==> config.mk <==
export PLATFORM = sky130hd
export DESIGN_NAME = radio_block
export DESIGN_NICKNAME = d
export VERILOG_FILES = /design/src/logic/radio_pkg.sv /design/src/logic/radio_ctrl_decoder.sv /design/src/logic/radio_shared_regs.sv /design/src/logic/radio_rx_channel.sv /design/src/logic/radio_rx_fifo.sv /design/src/logic/radio_block.sv
export SDC_FILE = /design/constraint.sdc
export NUM_CORES = 1
export LEC_CHECK = 0
export BUFFER_PORTS_ARGS = -buffer_cell sky130_fd_sc_hd__buf_2
export CELL_PAD_IN_SITES_DETAIL_PLACEMENT = 0
export CELL_PAD_IN_SITES_GLOBAL_PLACEMENT = 2
export CORE_MARGIN = 2
export CORE_UTILIZATION = 30
export CTS_BUF_LIST = sky130_fd_sc_hd__clkbuf_4 sky130_fd_sc_hd__clkbuf_8
export CTS_CLUSTER_DIAMETER = 60
export CTS_CLUSTER_SIZE = 16
export DETAILED_ROUTE_END_ITERATION = 6
export PLACE_DENSITY_LB_ADDON = 0.2
export SLEW_MARGIN = 20
export SYNTH_ARGS = -nofsm -noshare
export SYNTH_HDL_FRONTEND = slang
export SYNTH_SLANG_ARGS = --single-unit
==> constraint.sdc <==
create_clock -name radio_clk -period 7 [get_ports radio_clk]
set_input_delay 1.4 -clock radio_clk [delete_from_list [all_inputs] [get_ports radio_clk]]
set_output_delay 1.4 -clock radio_clk [all_outputs]
set_load 0.05 [all_outputs]
==> src/logic/radio_pkg.sv <==
// Shared definitions for the radio block
// Control port widths, register map, reset values and channel state

package radio_pkg;

  // ----------------------------------------
  // Widths
  // ----------------------------------------
  typedef logic [19:0] ctrl_addr_t;
  typedef logic [31:0] ctrl_data_t;
  typedef logic [1:0]  ctrl_status_t;
  typedef logic [63:0] radio_time_t;
  typedef logic [7:0]  chan_offset_t;

  // Receive channel FSM
  typedef enum logic {
    RX_IDLE,
    RX_RUN
  } rx_state_t;

  // Response status codes
  localparam ctrl_status_t STATUS_OK       = 2'd0;
  localparam ctrl_status_t STATUS_ADDR_ERR = 2'd3;

  // ----------------------------------------
  // Address map
  // ----------------------------------------
  localparam int         WINDOW_ADDR_W    = 8;
  localparam ctrl_addr_t SHARED_BASE_ADDR = 20'h00000;
  // Channel n sits one 256-byte window above channel n-1
  localparam ctrl_addr_t RADIO_BASE_ADDR  = 20'h01000;

  // Shared window
  localparam chan_offset_t REG_COMPAT_NUM = 8'h00;
  localparam chan_offset_t REG_TIME_LO    = 8'h08;
  localparam chan_offset_t REG_TIME_HI    = 8'h0C;

  // Channel window
  localparam chan_offset_t REG_RX_SPP    = 8'h00;
  localparam chan_offset_t REG_RX_CMD    = 8'h04;
  localparam chan_offset_t REG_RX_STATUS = 8'h08;

  // Constant and reset values
  localparam ctrl_data_t COMPAT_NUM   = 32'h0000_0001;
  localparam ctrl_data_t RX_SPP_RESET = 32'd16;

endpackage

==> src/logic/radio_ctrl_decoder.sv <==
// Control port address decoder
// Routes each request to the shared window or one channel window
// and merges the target acks into a single response

`timescale 1ns/1ns

module radio_ctrl_decoder #(
  parameter int NUM_PORTS = 2
) (
  input  logic                                  radio_clk,
  input  logic                                  radio_rst,
  input  logic                                  req_wr,
  input  logic                                  req_rd,
  input  radio_pkg::ctrl_addr_t                 req_addr,
  input  radio_pkg::ctrl_data_t                 req_data,
  output logic                                  resp_ack,
  output radio_pkg::ctrl_status_t               resp_status,
  output radio_pkg::ctrl_data_t                 resp_data,
  output logic                                  shared_req_wr,
  output logic                                  shared_req_rd,
  output radio_pkg::chan_offset_t               shared_req_addr,
  input  logic                                  shared_resp_ack,
  input  radio_pkg::ctrl_data_t                 shared_resp_data,
  output logic [NUM_PORTS-1:0]                  chan_req_wr,
  output logic [NUM_PORTS-1:0]                  chan_req_rd,
  output radio_pkg::chan_offset_t               chan_req_addr,
  output radio_pkg::ctrl_data_t                 chan_req_data,
  input  logic [NUM_PORTS-1:0]                  chan_resp_ack,
  input  radio_pkg::ctrl_data_t [NUM_PORTS-1:0] chan_resp_data
);
  import radio_pkg::*;

  localparam int PAGE_W = $bits(ctrl_addr_t) - WINDOW_ADDR_W;
  typedef logic [PAGE_W-1:0] page_t;

  page_t                req_page;
  logic                 req_any;
  logic                 hit_shared;
  logic [NUM_PORTS-1:0] hit_chan;
  logic                 err_q;
  logic                 err_ack;

  assign req_any  = req_wr | req_rd;
  assign req_page = req_addr[$bits(ctrl_addr_t)-1:WINDOW_ADDR_W];

  // Window select on the upper address bits
  always_comb begin
    hit_shared = (req_page == page_t'(SHARED_BASE_ADDR >> WINDOW_ADDR_W));
    for (int n = 0; n < NUM_PORTS; n++) begin
      hit_chan[n] = (req_page == page_t'((RADIO_BASE_ADDR >> WINDOW_ADDR_W) + n));
    end
  end

  // ----------------------------------------
  // Request stage
  // ----------------------------------------
  always_ff @(posedge radio_clk) begin
    if (radio_rst) begin
      shared_req_wr <= 1'b0;
      shared_req_rd <= 1'b0;
      chan_req_wr   <= '0;
      chan_req_rd   <= '0;
      err_q         <= 1'b0;
      err_ack       <= 1'b0;
    end else begin
      shared_req_wr <= req_wr & hit_shared;
      shared_req_rd <= req_rd & hit_shared;
      chan_req_wr   <= {NUM_PORTS{req_wr}} & hit_chan;
      chan_req_rd   <= {NUM_PORTS{req_rd}} & hit_chan;
      // Unmapped address answers itself one cycle later, like a target
      err_q         <= req_any & ~hit_shared & ~(|hit_chan);
      err_ack       <= err_q;
    end
  end

  always_ff @(posedge radio_clk) begin
    if (req_any) begin
      shared_req_addr <= req_addr[WINDOW_ADDR_W-1:0];
      chan_req_addr   <= req_addr[WINDOW_ADDR_W-1:0];
      chan_req_data   <= req_data;
    end
  end

  // ----------------------------------------
  // Response merge
  // ----------------------------------------
  always_comb begin
    resp_ack    = shared_resp_ack | (|chan_resp_ack) | err_ack;
    resp_status = err_ack ? STATUS_ADDR_ERR : STATUS_OK;
    resp_data   = shared_resp_ack ? shared_resp_data : '0;
    for (int n = 0; n < NUM_PORTS; n++) begin
      if (chan_resp_ack[n]) begin
        resp_data = resp_data | chan_resp_data[n];
      end
    end
  end

  // One request in flight until its ack
  a_single_outstanding: assert property (@(posedge radio_clk) disable iff (radio_rst)
    req_any |=> !req_any [*2]);

  a_no_rd_wr: assert property (@(posedge radio_clk) disable iff (radio_rst)
    !(req_wr && req_rd));

endmodule

==> src/logic/radio_shared_regs.sv <==
// Shared read-only registers
// Compatibility number and radio time with a latched upper half

`timescale 1ns/1ns

module radio_shared_regs (
  input  logic                    radio_clk,
  input  logic                    radio_rst,
  input  logic                    shared_req_wr,
  input  logic                    shared_req_rd,
  input  radio_pkg::chan_offset_t shared_req_addr,
  input  radio_pkg::radio_time_t  radio_time,
  output logic                    shared_resp_ack,
  output radio_pkg::ctrl_data_t   shared_resp_data
);
  import radio_pkg::*;

  ctrl_data_t time_hi_hold;

  // Every strobe gets an ack, writes have no effect
  always_ff @(posedge radio_clk) begin
    if (radio_rst) begin
      shared_resp_ack <= 1'b0;
    end else begin
      shared_resp_ack <= shared_req_wr | shared_req_rd;
    end
  end

  always_ff @(posedge radio_clk) begin
    shared_resp_data <= '0;
    if (shared_req_rd) begin
      case (shared_req_addr)
        REG_COMPAT_NUM: shared_resp_data <= COMPAT_NUM;
        REG_TIME_LO: begin
          shared_resp_data <= radio_time[31:0];
          // Upper half frozen so a LO then HI read pair is coherent
          time_hi_hold     <= radio_time[63:32];
        end
        REG_TIME_HI:    shared_resp_data <= time_hi_hold;
        default: ;
      endcase
    end
  end

endmodule

==> src/logic/radio_rx_channel.sv <==
// Receive channel control
// Channel registers, capture FSM, packet and burst framing, overflow count

`timescale 1ns/1ns

module radio_rx_channel #(
  parameter int ITEM_W = 32
) (
  input  logic                    radio_clk,
  input  logic                    radio_rst,
  input  logic                    req_wr,
  input  logic                    req_rd,
  input  radio_pkg::chan_offset_t req_addr,
  input  radio_pkg::ctrl_data_t   req_data,
  input  logic [ITEM_W-1:0]       radio_rx_data,
  input  logic                    radio_rx_stb,
  input  logic                    fifo_full,
  output logic                    resp_ack,
  output radio_pkg::ctrl_data_t   resp_data,
  output logic                    radio_rx_running,
  output logic                    push,
  output logic [ITEM_W-1:0]       push_data,
  output logic                    push_last,
  output logic                    push_eob
);
  import radio_pkg::*;

  rx_state_t   state;
  ctrl_data_t  spp;
  ctrl_data_t  remaining;
  ctrl_data_t  pkt_pos;
  logic [15:0] ovf_cnt;
  logic        cmd_wr;
  logic        stb_run;
  logic        overflow;

  assign cmd_wr   = req_wr && (req_addr == REG_RX_CMD);
  assign stb_run  = (state == RX_RUN) && radio_rx_stb;
  assign overflow = stb_run && fifo_full;

  // Store path straight from the strobe
  assign push      = stb_run && !fifo_full;
  assign push_data = radio_rx_data;
  assign push_eob  = (remaining == ctrl_data_t'(1));
  assign push_last = push_eob || (pkt_pos == spp);

  assign radio_rx_running = (state == RX_RUN);

  // ----------------------------------------
  // Capture FSM and counters
  // ----------------------------------------
  always_ff @(posedge radio_clk) begin
    if (radio_rst) begin
      state     <= RX_IDLE;
      spp       <= RX_SPP_RESET;
      remaining <= '0;
      pkt_pos   <= '0;
      ovf_cnt   <= '0;
    end else begin
      if (req_wr && (req_addr == REG_RX_SPP)) begin
        spp <= req_data;
      end
      if (overflow) begin
        // Sample dropped and burst abandoned
        state <= RX_IDLE;
        if (ovf_cnt != '1) begin
          ovf_cnt <= ovf_cnt + 1'b1;
        end
      end else if (push) begin
        remaining <= remaining - 1'b1;
        pkt_pos   <= push_last ? ctrl_data_t'(1) : pkt_pos + 1'b1;
        if (push_eob) begin
          state <= RX_IDLE;
        end
      end
      // Command write overrides the strobe update
      if (cmd_wr) begin
        if (req_data != '0) begin
          state     <= RX_RUN;
          remaining <= req_data;
          pkt_pos   <= ctrl_data_t'(1);
        end else begin
          state <= RX_IDLE;
        end
      end
    end
  end

  // ----------------------------------------
  // Register reads
  // ----------------------------------------
  always_ff @(posedge radio_clk) begin
    if (radio_rst) begin
      resp_ack <= 1'b0;
    end else begin
      resp_ack <= req_wr | req_rd;
    end
  end

  always_ff @(posedge radio_clk) begin
    resp_data <= '0;
    if (req_rd) begin
      case (req_addr)
        REG_RX_SPP:    resp_data <= spp;
        REG_RX_STATUS: resp_data <= {ovf_cnt, 15'd0, radio_rx_running};
        default: ;
      endcase
    end
  end

  // A running burst always has samples left to store
  a_run_has_samples: assert property (@(posedge radio_clk) disable iff (radio_rst)
    (state == RX_RUN) |-> (remaining != '0));

endmodule

==> src/logic/radio_rx_fifo.sv <==
// Per-channel sample buffer
// Circular memory of data plus last/eob flags, registered valid/ready output

`timescale 1ns/1ns

module radio_rx_fifo #(
  parameter int ITEM_W          = 32,
  parameter int FIFO_DEPTH_LOG2 = 3
) (
  input  logic              radio_clk,
  input  logic              radio_rst,
  input  logic              push,
  input  logic [ITEM_W-1:0] push_data,
  input  logic              push_last,
  input  logic              push_eob,
  input  logic              rx_tready,
  output logic              fifo_full,
  output logic [ITEM_W-1:0] rx_tdata,
  output logic              rx_tlast,
  output logic              rx_teob,
  output logic              rx_tvalid
);

  localparam int DEPTH   = 2 ** FIFO_DEPTH_LOG2;
  localparam int ENTRY_W = ITEM_W + 2;

  logic [ENTRY_W-1:0]       mem [DEPTH];
  logic [FIFO_DEPTH_LOG2:0] wr_ptr;
  logic [FIFO_DEPTH_LOG2:0] rd_ptr;
  logic [FIFO_DEPTH_LOG2:0] fill;
  logic                     mem_empty;
  logic                     load;

  // Pointers carry one extra wrap bit
  assign fill      = wr_ptr - rd_ptr;
  assign fifo_full = fill[FIFO_DEPTH_LOG2];
  assign mem_empty = (wr_ptr == rd_ptr);

  // Refill the output stage when it is empty or being drained
  assign load = !mem_empty && (!rx_tvalid || rx_tready);

  always_ff @(posedge radio_clk) begin
    if (push) begin
      mem[wr_ptr[FIFO_DEPTH_LOG2-1:0]] <= {push_eob, push_last, push_data};
    end
  end

  always_ff @(posedge radio_clk) begin
    if (radio_rst) begin
      wr_ptr    <= '0;
      rd_ptr    <= '0;
      rx_tvalid <= 1'b0;
    end else begin
      if (push) begin
        wr_ptr <= wr_ptr + 1'b1;
      end
      if (load) begin
        rd_ptr    <= rd_ptr + 1'b1;
        rx_tvalid <= 1'b1;
      end else if (rx_tready) begin
        rx_tvalid <= 1'b0;
      end
    end
  end

  // Output stage holds its word until the transfer
  always_ff @(posedge radio_clk) begin
    if (load) begin
      {rx_teob, rx_tlast, rx_tdata} <= mem[rd_ptr[FIFO_DEPTH_LOG2-1:0]];
    end
  end

  a_no_push_when_full: assert property (@(posedge radio_clk) disable iff (radio_rst)
    push |-> !fifo_full);

endmodule

==> src/logic/radio_block.sv <==
// Radio block top level
// Control decoder, shared registers, and one receive channel plus
// sample buffer per radio port

`timescale 1ns/1ns

module radio_block #(
  parameter int NUM_PORTS       = 2,
  parameter int ITEM_W          = 32,
  parameter int FIFO_DEPTH_LOG2 = 3
) (
  input  logic                          radio_clk,
  input  logic                          radio_rst,
  input  logic                          req_wr,
  input  logic                          req_rd,
  input  radio_pkg::ctrl_addr_t         req_addr,
  input  radio_pkg::ctrl_data_t         req_data,
  output logic                          resp_ack,
  output radio_pkg::ctrl_status_t       resp_status,
  output radio_pkg::ctrl_data_t         resp_data,
  input  radio_pkg::radio_time_t        radio_time,
  input  logic [NUM_PORTS*ITEM_W-1:0]   radio_rx_data,
  input  logic [NUM_PORTS-1:0]          radio_rx_stb,
  output logic [NUM_PORTS-1:0]          radio_rx_running,
  output logic [NUM_PORTS*ITEM_W-1:0]   rx_tdata,
  output logic [NUM_PORTS-1:0]          rx_tlast,
  output logic [NUM_PORTS-1:0]          rx_teob,
  output logic [NUM_PORTS-1:0]          rx_tvalid,
  input  logic [NUM_PORTS-1:0]          rx_tready
);
  import radio_pkg::*;

  logic                            shared_req_wr;
  logic                            shared_req_rd;
  chan_offset_t                    shared_req_addr;
  logic                            shared_resp_ack;
  ctrl_data_t                      shared_resp_data;
  logic [NUM_PORTS-1:0]            chan_req_wr;
  logic [NUM_PORTS-1:0]            chan_req_rd;
  chan_offset_t                    chan_req_addr;
  ctrl_data_t                      chan_req_data;
  logic [NUM_PORTS-1:0]            chan_resp_ack;
  ctrl_data_t [NUM_PORTS-1:0]      chan_resp_data;

  // ----------------------------------------
  // Register access
  // ----------------------------------------
  radio_ctrl_decoder #(
    .NUM_PORTS (NUM_PORTS)
  ) u_decoder (
    .radio_clk        (radio_clk),
    .radio_rst        (radio_rst),
    .req_wr           (req_wr),
    .req_rd           (req_rd),
    .req_addr         (req_addr),
    .req_data         (req_data),
    .resp_ack         (resp_ack),
    .resp_status      (resp_status),
    .resp_data        (resp_data),
    .shared_req_wr    (shared_req_wr),
    .shared_req_rd    (shared_req_rd),
    .shared_req_addr  (shared_req_addr),
    .shared_resp_ack  (shared_resp_ack),
    .shared_resp_data (shared_resp_data),
    .chan_req_wr      (chan_req_wr),
    .chan_req_rd      (chan_req_rd),
    .chan_req_addr    (chan_req_addr),
    .chan_req_data    (chan_req_data),
    .chan_resp_ack    (chan_resp_ack),
    .chan_resp_data   (chan_resp_data)
  );

  radio_shared_regs u_shared_regs (
    .radio_clk        (radio_clk),
    .radio_rst        (radio_rst),
    .shared_req_wr    (shared_req_wr),
    .shared_req_rd    (shared_req_rd),
    .shared_req_addr  (shared_req_addr),
    .radio_time       (radio_time),
    .shared_resp_ack  (shared_resp_ack),
    .shared_resp_data (shared_resp_data)
  );

  // ----------------------------------------
  // Receive channels
  // ----------------------------------------
  for (genvar i = 0; i < NUM_PORTS; i++) begin : g_chan
    logic              push;
    logic [ITEM_W-1:0] push_data;
    logic              push_last;
    logic              push_eob;
    logic              fifo_full;

    radio_rx_channel #(
      .ITEM_W (ITEM_W)
    ) u_channel (
      .radio_clk        (radio_clk),
      .radio_rst        (radio_rst),
      .req_wr           (chan_req_wr[i]),
      .req_rd           (chan_req_rd[i]),
      .req_addr         (chan_req_addr),
      .req_data         (chan_req_data),
      .radio_rx_data    (radio_rx_data[i*ITEM_W +: ITEM_W]),
      .radio_rx_stb     (radio_rx_stb[i]),
      .fifo_full        (fifo_full),
      .resp_ack         (chan_resp_ack[i]),
      .resp_data        (chan_resp_data[i]),
      .radio_rx_running (radio_rx_running[i]),
      .push             (push),
      .push_data        (push_data),
      .push_last        (push_last),
      .push_eob         (push_eob)
    );

    radio_rx_fifo #(
      .ITEM_W          (ITEM_W),
      .FIFO_DEPTH_LOG2 (FIFO_DEPTH_LOG2)
    ) u_fifo (
      .radio_clk (radio_clk),
      .radio_rst (radio_rst),
      .push      (push),
      .push_data (push_data),
      .push_last (push_last),
      .push_eob  (push_eob),
      .rx_tready (rx_tready[i]),
      .fifo_full (fifo_full),
      .rx_tdata  (rx_tdata[i*ITEM_W +: ITEM_W]),
      .rx_tlast  (rx_tlast[i]),
      .rx_teob   (rx_teob[i]),
      .rx_tvalid (rx_tvalid[i])
    );
  end

endmodule

==> results, run 1 <==
- The critical path starts at g_chan[1].u_fifo.rd_ptr[2].
- The slew at the pin closest to its max-slew limit is 1.10 ns.
- The number of hold violations in the final report is 0.
- In this run the power density over the cells is 255 nW/um2.
- In this run the worst path has a maximum fanout of 36.
- The total half-perimeter wirelength after legalization and detailed placement is 73200 um.
- The die area is 139000 um2.
- The remaining antenna violation count is 0.
- The flow ran to the end, and the final reports show no timing, DRC or antenna violations.
- The TritonCTS clock tree is yes.
- Headroom to the max-slew limit came out at 0.265.
- The area fraction in compound gates after synthesis is 0.0488.
- The starting density of the core is 0.302.
- The adder-cell area share of the yosys netlist is 0.00551.
- In this run the most critical hold path is launched from u_decoder.err_q.
- The largest incremental delay on the critical path is 0.50 ns.
- The total wirelength of the detailed-routed design is 112000 um.
- The share of synthesized flip-flops with an asynchronous set or reset is 0.
- Walking the worst path, the cells encountered are buf_4 > inv_2 > ha_1 > a21oi_1 > nand4_1 > nand2_1 > nand2_1 > nor3b_2 > buf_4.
- After floorplanning, the core was divided into 135 placement rows.
- The worst hold path terminates at u_decoder.err_ack.
- The most used flip-flop cell after synthesis is edfxtp_1.
- The via-per-instance ratio is 4.85.
- The via total after detailed routing is 24913.
- Of the synthesized area, sequential elements account for 0.675.
- The synthesis-to-layout area growth is 14.5%.
- The hold-fix buffer count after cts is 0.
- The wire length of the first global-routing pass is 167000 um.
- For this run, the number of standard cells in the final layout without fillers is 5140.
- For this run, design rule violations remaining after detail routing come to 0.
- The root buffer cell chosen for the clock tree is clkbuf_8.
- The cell with the largest stage delay on the worst path is inv_2.
- Including well taps, the total number of placed cells is 4942.
- The smallest hold slack is 0.459 ns.
- Based on the critical path, the design can be clocked at up to 242 MHz.
- 295 I/O pins were placed.
- The number of buffers inserted by port buffering is 294.
- The endpoint of the worst-slack reg-to-reg timing path is g_chan[1].u_fifo.mem[6][31].
- The launching point of the worst reg2reg path is g_chan[1].u_fifo.rd_ptr[2].
- Yosys mapped a number of flops with a built-in enable equal to 684.
- The startpoint kind of the worst setup timing path is a register.
- Dividing the synthesized area by the synthesized cell count gives 13.6 um2.
- VDD sags by at most 0.140 mV.
- The clock drives 1035 sinks.
- OpenSTA, run right after detailed placement, puts the worst setup slack at 2.60 ns.
- For this run, the total global-route usage over all layers was measured as 0.159.
- Of the post-synthesis cell area, the part taken by muxes is 0.0843.
- Setup violations remaining at the end of the flow were counted as 0.
- The minimum period implied by the final worst setup slack is 4.13 ns.
- The number of gates resized after cts is 0.
- The later pin in the worst-skew pair is clocked with a latency of 0.84 ns.
- The number of antenna violations at the first check in global routing is 6.
- The max-capacitance violation count is 0.
- The number of cells produced by synthesis is 3004.
- The combinational family with the most area after synthesis is simple AND/OR/NAND/NOR gates.
- The worst hold path depth is 1.
- Of the cells placed in the final design, the portion with a size suffix greater than 1 is 0.218.
- Of the available clock period, the critical path in the final layout requires 0.590.
- The number of buffers inserted by post-CTS setup repair is 0.
- Dividing the detail-routed wire length by the instance count gives 21.7 um.
- The setup path with the least slack is of type register to register.
- The number of slew-limit violations in the final report is 0.
- In the final design database the tool counted 3475 nets.
- The basic-gate share of the synthesized area counting and, or, nand and nor cells is 0.120.
- The clock transition at the registers of the reported paths is 0.10 ns.
- The length in cells of the worst reg-to-reg path is 9.
- In this run, CTS created clock tree buffers numbering 106.
- Setup total negative slack on the finished layout was measured at 0 ns.
- The die is 373 um wide.
- The data arrival time of the critical path is 4.55 ns.
- The number of design-rule violations left by the first detailed-router iteration is 1891.
- The height of the chip is 373 um.
- The worst-case clock skew is 0.0789 ns.
- Summed over all cells, the static leakage comes to 15.7 nW.
- Counting along the longest clock path gives a buffer depth of 3.
- In this run, synthesis produced a sequential element count of 1035.
- STA classifies the critical path endpoint as a register.
- Setup slack closes at 2.87 ns.
- The largest net degree at the start of global routing is 76.
- The via count of the first global-routing pass is 25925.
- The core area is 135000 um2.
- The synthesized area is 40800 um2.
- The data required time of the worst path is 7.41 ns.
- The first-pass detailed-route iteration total is 7.
- For flop-to-flop paths, the worst setup slack is 2.87 ns.
- The maximum level of the CTS H-tree is 3.
- The number of distinct library cells after synthesis is 63.
- In the layout the commonest cells are edfxtp_1, nand2_1, dfxtp_1, buf_2, nor2_1.
- Of the total synthesized cell area, the portion taken by XOR and XNOR cells is 0.0427.
- Setup repair after global routing left no endpoint under its margin.
- Routability-driven placement finished with a final weighted congestion of 0.811.
- The worst hold path class is register to register.
- Summed over all layers, the global routing overflow is 0.
- The net count after synthesis is 3210.
- Yosys printed 0 warnings.
- The library cell used most frequently in the layout, excluding fill and tap cells, is edfxtp_1.
worst max-delay path, delay by kind of cell (launching register included):
| kind | cells | cell delay [ns] |
|---|---|---|
| DFF | 1 | 0.32 |
| AOI/OAI and AO/OA | 1 | 0.26 |
| and+or+nand+nor | 4 | 1.27 |
| adders and majority gates | 1 | 0.50 |
| buffers and inverters | 3 | 1.41 |
layout make-up:
| cell class | count | area, um2 |
|---|---|---|
| inverter | 55 | 206 |
| sequential | 1035 | 27600 |
| tap | 1781 | 2230 |
| antenna | 4 | 10.0 |
| fill | 13292 | 88500 |
| clock inverter | 76 | 798 |
| multi-input combinational | 1725 | 12400 |
| timing repair buffer | 346 | 1900 |
| clock buffer | 118 | 1580 |
synthesized netlist by cell type (all sizes together), types with 16 or more instances:
library cell / count / area, um2
edfxtp: 684 / 20500
nand2: 415 / 1560
dfxtp: 351 / 7030
nor2: 247 / 927
xnor2: 161 / 1410
clkbuf: 141 / 529
mux4: 136 / 3060
a21oi: 96 / 484
nor3: 80 / 430
a211oi: 64 / 490
inv: 55 / 206
and3: 52 / 325
nor4: 52 / 350
nand4: 49 / 307
buf: 48 / 240
nand3: 48 / 240
mux2i: 38 / 380
xor2: 38 / 333
a222oi: 32 / 320
a22oi: 31 / 233
or4: 21 / 165
or3: 19 / 119
ha: 18 / 225
o21ai: 16 / 80.1
routing by layer:
layer | share of wire | track usage | up-vias
met5 | 0.00012 | 0 | -
met4 | 0.030 | 0.0571 | 2
met3 | 0.041 | 0.0247 | 152
met2 | 0.49 | 0.271 | 546
met1 | 0.43 | 0.204 | 12557
li1 | - | - | 11656
cell families (layout without fill, tap and decap cells):
logic type               after synthesis  count (layout)
AND/OR/NAND/NOR                     1046            1046
AO/OA/AOI/OAI                        288             288
buffers and inverters                244             595
other                                  0               4
multiplexers                         174             174
XOR/XNOR                             199             199
flip-flops                          1035            1035
adder cells (fa/ha/maj)               18              18
flip-flops by register name (all words and copies together), names as in the netlist, 8 cells and up:
register	count
g_chan.u_fifo.wr_ptr	8
g_chan.u_fifo.rd_ptr	8
g_chan.u_fifo.mem	544
g_chan.u_channel.ovf_cnt	32
u_decoder.shared_req_addr	8
u_decoder.chan_req_data	32
g_chan.u_fifo.rx_tdata	64
g_chan.u_channel.resp_data	64
u_shared_regs.time_hi_hold	32
u_shared_regs.shared_resp_data	32
g_chan.u_channel.remaining	64
g_chan.u_channel.pkt_pos	64
g_chan.u_channel.spp	64
metrics by stage:
stage          total power, mW  instance area [um2]  utilization
5_1_grt                   12.4                46800        0.346
3_3_place_gp              7.82                44300        0.327
3_5_place_dp              7.83                44300        0.328
6_report                  11.9                46800        0.346
4_1_cts                   12.1                46700        0.345
2_1_floorplan             7.51                40800            -
how the worst max path moves through the flow:
stage                                            to  slack (ns)  cells after the start
floorplan                g_chan[0].u_fifo.mem[4][0]        0.49                      5
global placement         g_chan[0].u_fifo.mem[7][1]        2.55                      7
detailed placement  g_chan[1].u_channel.pkt_pos[19]        2.60                      9
CTS                 g_chan[1].u_channel.pkt_pos[21]        2.58                      9
global route            g_chan[1].u_fifo.mem[6][25]        2.42                      9
finish                  g_chan[1].u_fifo.mem[6][31]        2.87                      9
power by group:
part	total, mW	internal, mW	switching, mW
sequential	6.75	6.62	0.130
combinational	0.912	0.356	0.556
clock	4.27	1.81	2.46
Note: power is estimated with default switching activity, not from simulation.
==> inputs of run 2 (changes only) <==
==> constraint.sdc (replaced) <==
create_clock -name radio_clk -period 3.7 [get_ports radio_clk]
set_input_delay 0.74 -clock radio_clk [delete_from_list [all_inputs] [get_ports radio_clk]]
set_output_delay 0.74 -clock radio_clk [all_outputs]
set_load 0.05 [all_outputs]
==> run 2 against run 1 <==
Net effect:
- register-to-register slack worse by 2.5 ns
- utilization increased by 0.69 points
- worst hold slack worse by 0.38 ns
- maximum frequency up 24%
- design area is 2.0% higher
- worst setup slack lost 2.5 ns
- sequential cell count did not move
- global-route usage rose by 0.69 points
- critical endpoint is now g_chan[1].u_channel.remaining[5]
- largest cell class unchanged
- highest routed layer unchanged
==> results, run 2 (synthesized netlist as in run 1, its figures left out) <==
- The height of the chip is 373 um (unchanged).
- The via total after detailed routing is 25462 (+2.2%).
- The number of slew-limit violations in the final report came to 0 (unchanged).
- The die area is 139000 um2 (unchanged).
- The critical path in this run is classified as register to register.
- The critical path goes through inv_1 > ha_1 > nand3b_1 > a211oi_1 > buf_4 > o211ai_1 > or4_1 > xor2_1 > a211oi_1.
- The share of the cycle needed by the critical path after routing is 0.902 (+0.311).
- The kind of cell with the highest combined delay along the critical path is compound AO/OA/AOI/OAI gates.
- The number of buffers inserted by post-CTS setup repair is 0 (unchanged).
- The number of buffers inserted by port buffering came to 294 (unchanged).
- The total wirelength of the detailed-routed design is 117000 um (+4.6%).
- The cell seen most often among critical-path stages is a211oi_1.
- The endpoint class of the critical path is a register.
- The total I/O pin count is 295 (unchanged).
- The peak supply drop came to 0.285 mV (+100%).
- The smallest setup slack after layout is 0.364 ns (-2.50 ns).
- The final setup TNS is 0 ns (unchanged).
- The flow ran to the end, and the final reports show no timing, DRC or antenna violations.
- The buffer depth of the longest clock path is 3 (unchanged).
- The final non-filler cell total is 5217 (+1.5%).
- The core area is 135000 um2 (unchanged).
- The worst-case clock skew is 0.0378 ns (-0.0411 ns).
- The aggregate global routing overflow is 0 (unchanged).
- The slew at the pin closest to its max-slew limit is 1.08 ns (-0.0223 ns).
- The average wire per standard cell is 22.4 um (+3.1%).
- The count of clock tree sinks is 1035 (unchanged).
- The wire length of the first global-routing pass is 173000 um (+3.7%).
- The number of hold violations in the final report is 0 (unchanged).
- The flop-to-flop setup slack is 0.36 ns (-2.50 ns).
- The worst setup path is launched from a register.
- The total half-perimeter wirelength after legalization and detailed placement is 75700 um (+3.4%).
- The remaining routing DRC violations is 0 (unchanged).
- The clock latency on the worst-skew pair is 0.85 ns (about the same).
- The number of buffers added by the clock tree synthesis step came to 106 (unchanged).
- The headroom to the max-slew limit is 0.276 (+0.0117).
- The share of final-layout standard cells stronger than drive strength 1 is 0.224 (+0.00593).
- The number of gates resized after cts is 0 (unchanged).
- The number of antenna violations at the first check in global routing is 22 (+16).
- The final count of negative-setup-slack endpoints is 0 (unchanged).
- The number of design-rule violations left by the first detailed-router iteration came to 1889 (-0.11%).
- The starting density of the core came to 0.302 (unchanged).
- The worst setup slack after placement is 0.389 ns (-2.21 ns).
- The max-capacitance violation count was 0 (unchanged).
- The routability-driven placement congestion ratio was 0.808 (-0.35%).
- The final-stage net count came to 3544 (+2.0%).
- Setup repair after global routing left no endpoint under its margin.
- The flip-flop count of the largest register, all copies and words added came to 544 (unchanged).
- The remaining antenna violation count is 0 (unchanged).
- The worst hold path class is input port to register.
- The largest individual stage delay along the critical path comes from the cell dfxtp_1.
- The combined buffer and inverter count along the critical path is 2 (-1).
- The overall routing resource usage is 0.166 (+0.00688).
- The total instance count after detailed placement is 4978 (+0.73%).
- The cell chosen for the clock root is clkbuf_8.
- The most common cell after layout, fill and taps aside is edfxtp_1.
- The leakage power is 16.1 nW (+2.6%).
- The number of placement rows was 135 (unchanged).
- The minimum period implied by the final worst setup slack is 3.34 ns (-0.797 ns).
- TritonCTS built the clock tree.
- The data arrival time of the critical path is 4.04 ns (-0.51 ns).
- The power density over the cells is 482 nW/um2 (+89%).
- The maximum level of the CTS H-tree is 3 (unchanged).
- The maximum achievable frequency is 300 MHz (+24%).
- The first-pass detailed-route iteration total is 6 (-1).
- In the layout the commonest cells are edfxtp_1, nand2_1, dfxtp_1, buf_2, nor2_1.
- The final design utilization is 0.352 (+0.00691).
- The largest incremental delay on the critical path was 0.64 ns (+0.14 ns).
- The clock transition at the registers of the reported paths is 0.10 ns (about the same).
- The x dimension of the die is 373 um (unchanged).
- The largest net degree at the start of global routing is 156 (+110%).
- The data required time of the worst path is 4.41 ns (-3.00 ns).
- The biggest fanout along the worst timing path is 12 (-67%).
- The synthesis-to-layout area growth is 16.8%.
- The via-per-instance ratio came to 4.88 (+0.70%).
- The via count of the first global-routing pass came to 26240 (+1.2%).
run 2: changes by cell type in the layout (fill, tap and decap cells not counted), moves of 5 or more:
cell	delta
nor3_2	-6
buf_12	+14
nor3_4	+6
clkbuf_4	+5
bufinv_16	+7
buf_4	+24
dlygate4sd3_1	+32
inv_8	-5
diode_2	+5
clkinv_8	-9
run 2: through the flow:
step	hold WS [ns]	power (mW)	area [um2]
after floorplan	0.411	14.2	41100
after global placement	0.422	14.9	44900
after detailed placement	0.426	14.9	44900
after CTS	0.0000185	23.4	47600
after global routing	0.0277	23.9	47700
final	0.0804	23.0	47700
run 2: path summary, 6_finish.rpt:
| check | start | to | depth (start not counted) |
|---|---|---|---|
| worst min register to register | u_decoder.err_q | u_decoder.err_ack | 1 |
| worst max register to register | g_chan[1].u_fifo.wr_ptr[0] | g_chan[1].u_channel.remaining[5] | 9 |
| worst max-delay path | g_chan[1].u_fifo.wr_ptr[0] | g_chan[1].u_channel.remaining[5] | 9 |
| worst min-delay path | radio_time[52] | u_shared_regs.time_hi_hold[20] | 1 |
run 2: power breakdown:
part | internal [mW] | switching (mW) | leakage, nW
sequential | 12.5 | 0.134 | 9.03
combinational | 0.737 | 1.22 | 5.83
clock | 3.90 | 4.49 | 1.25
total | 17.2 | 5.85 | 16.1
run 2: timing repair:
action / CTS / global route
endpoints found under the hold margin: 32 / 0
hold buffers: 32 / 0
endpoints found under the setup margin: 0 / 0
run 2: cell type report:
class,instances,area [um2]
clock inverters,72,810
clock buffers,125,1650
repair buffers,415,2660
fillers,13153,87600
multi-input cells,1725,12500
well taps,1781,2230
diodes,9,22.5
inverters,55,206
flip-flops and latches,1035,27600
run 2: metal layers:
layer	vias to the layer above	share of wire	track usage	routed length, um
li1	11814	-	-	-
met1	12791	0.46	0.228	53700
met2	692	0.47	0.268	54300
met3	151	0.057	0.0349	6690
met4	14	0.018	0.0367	2050
met5	-	0.00069	0	81
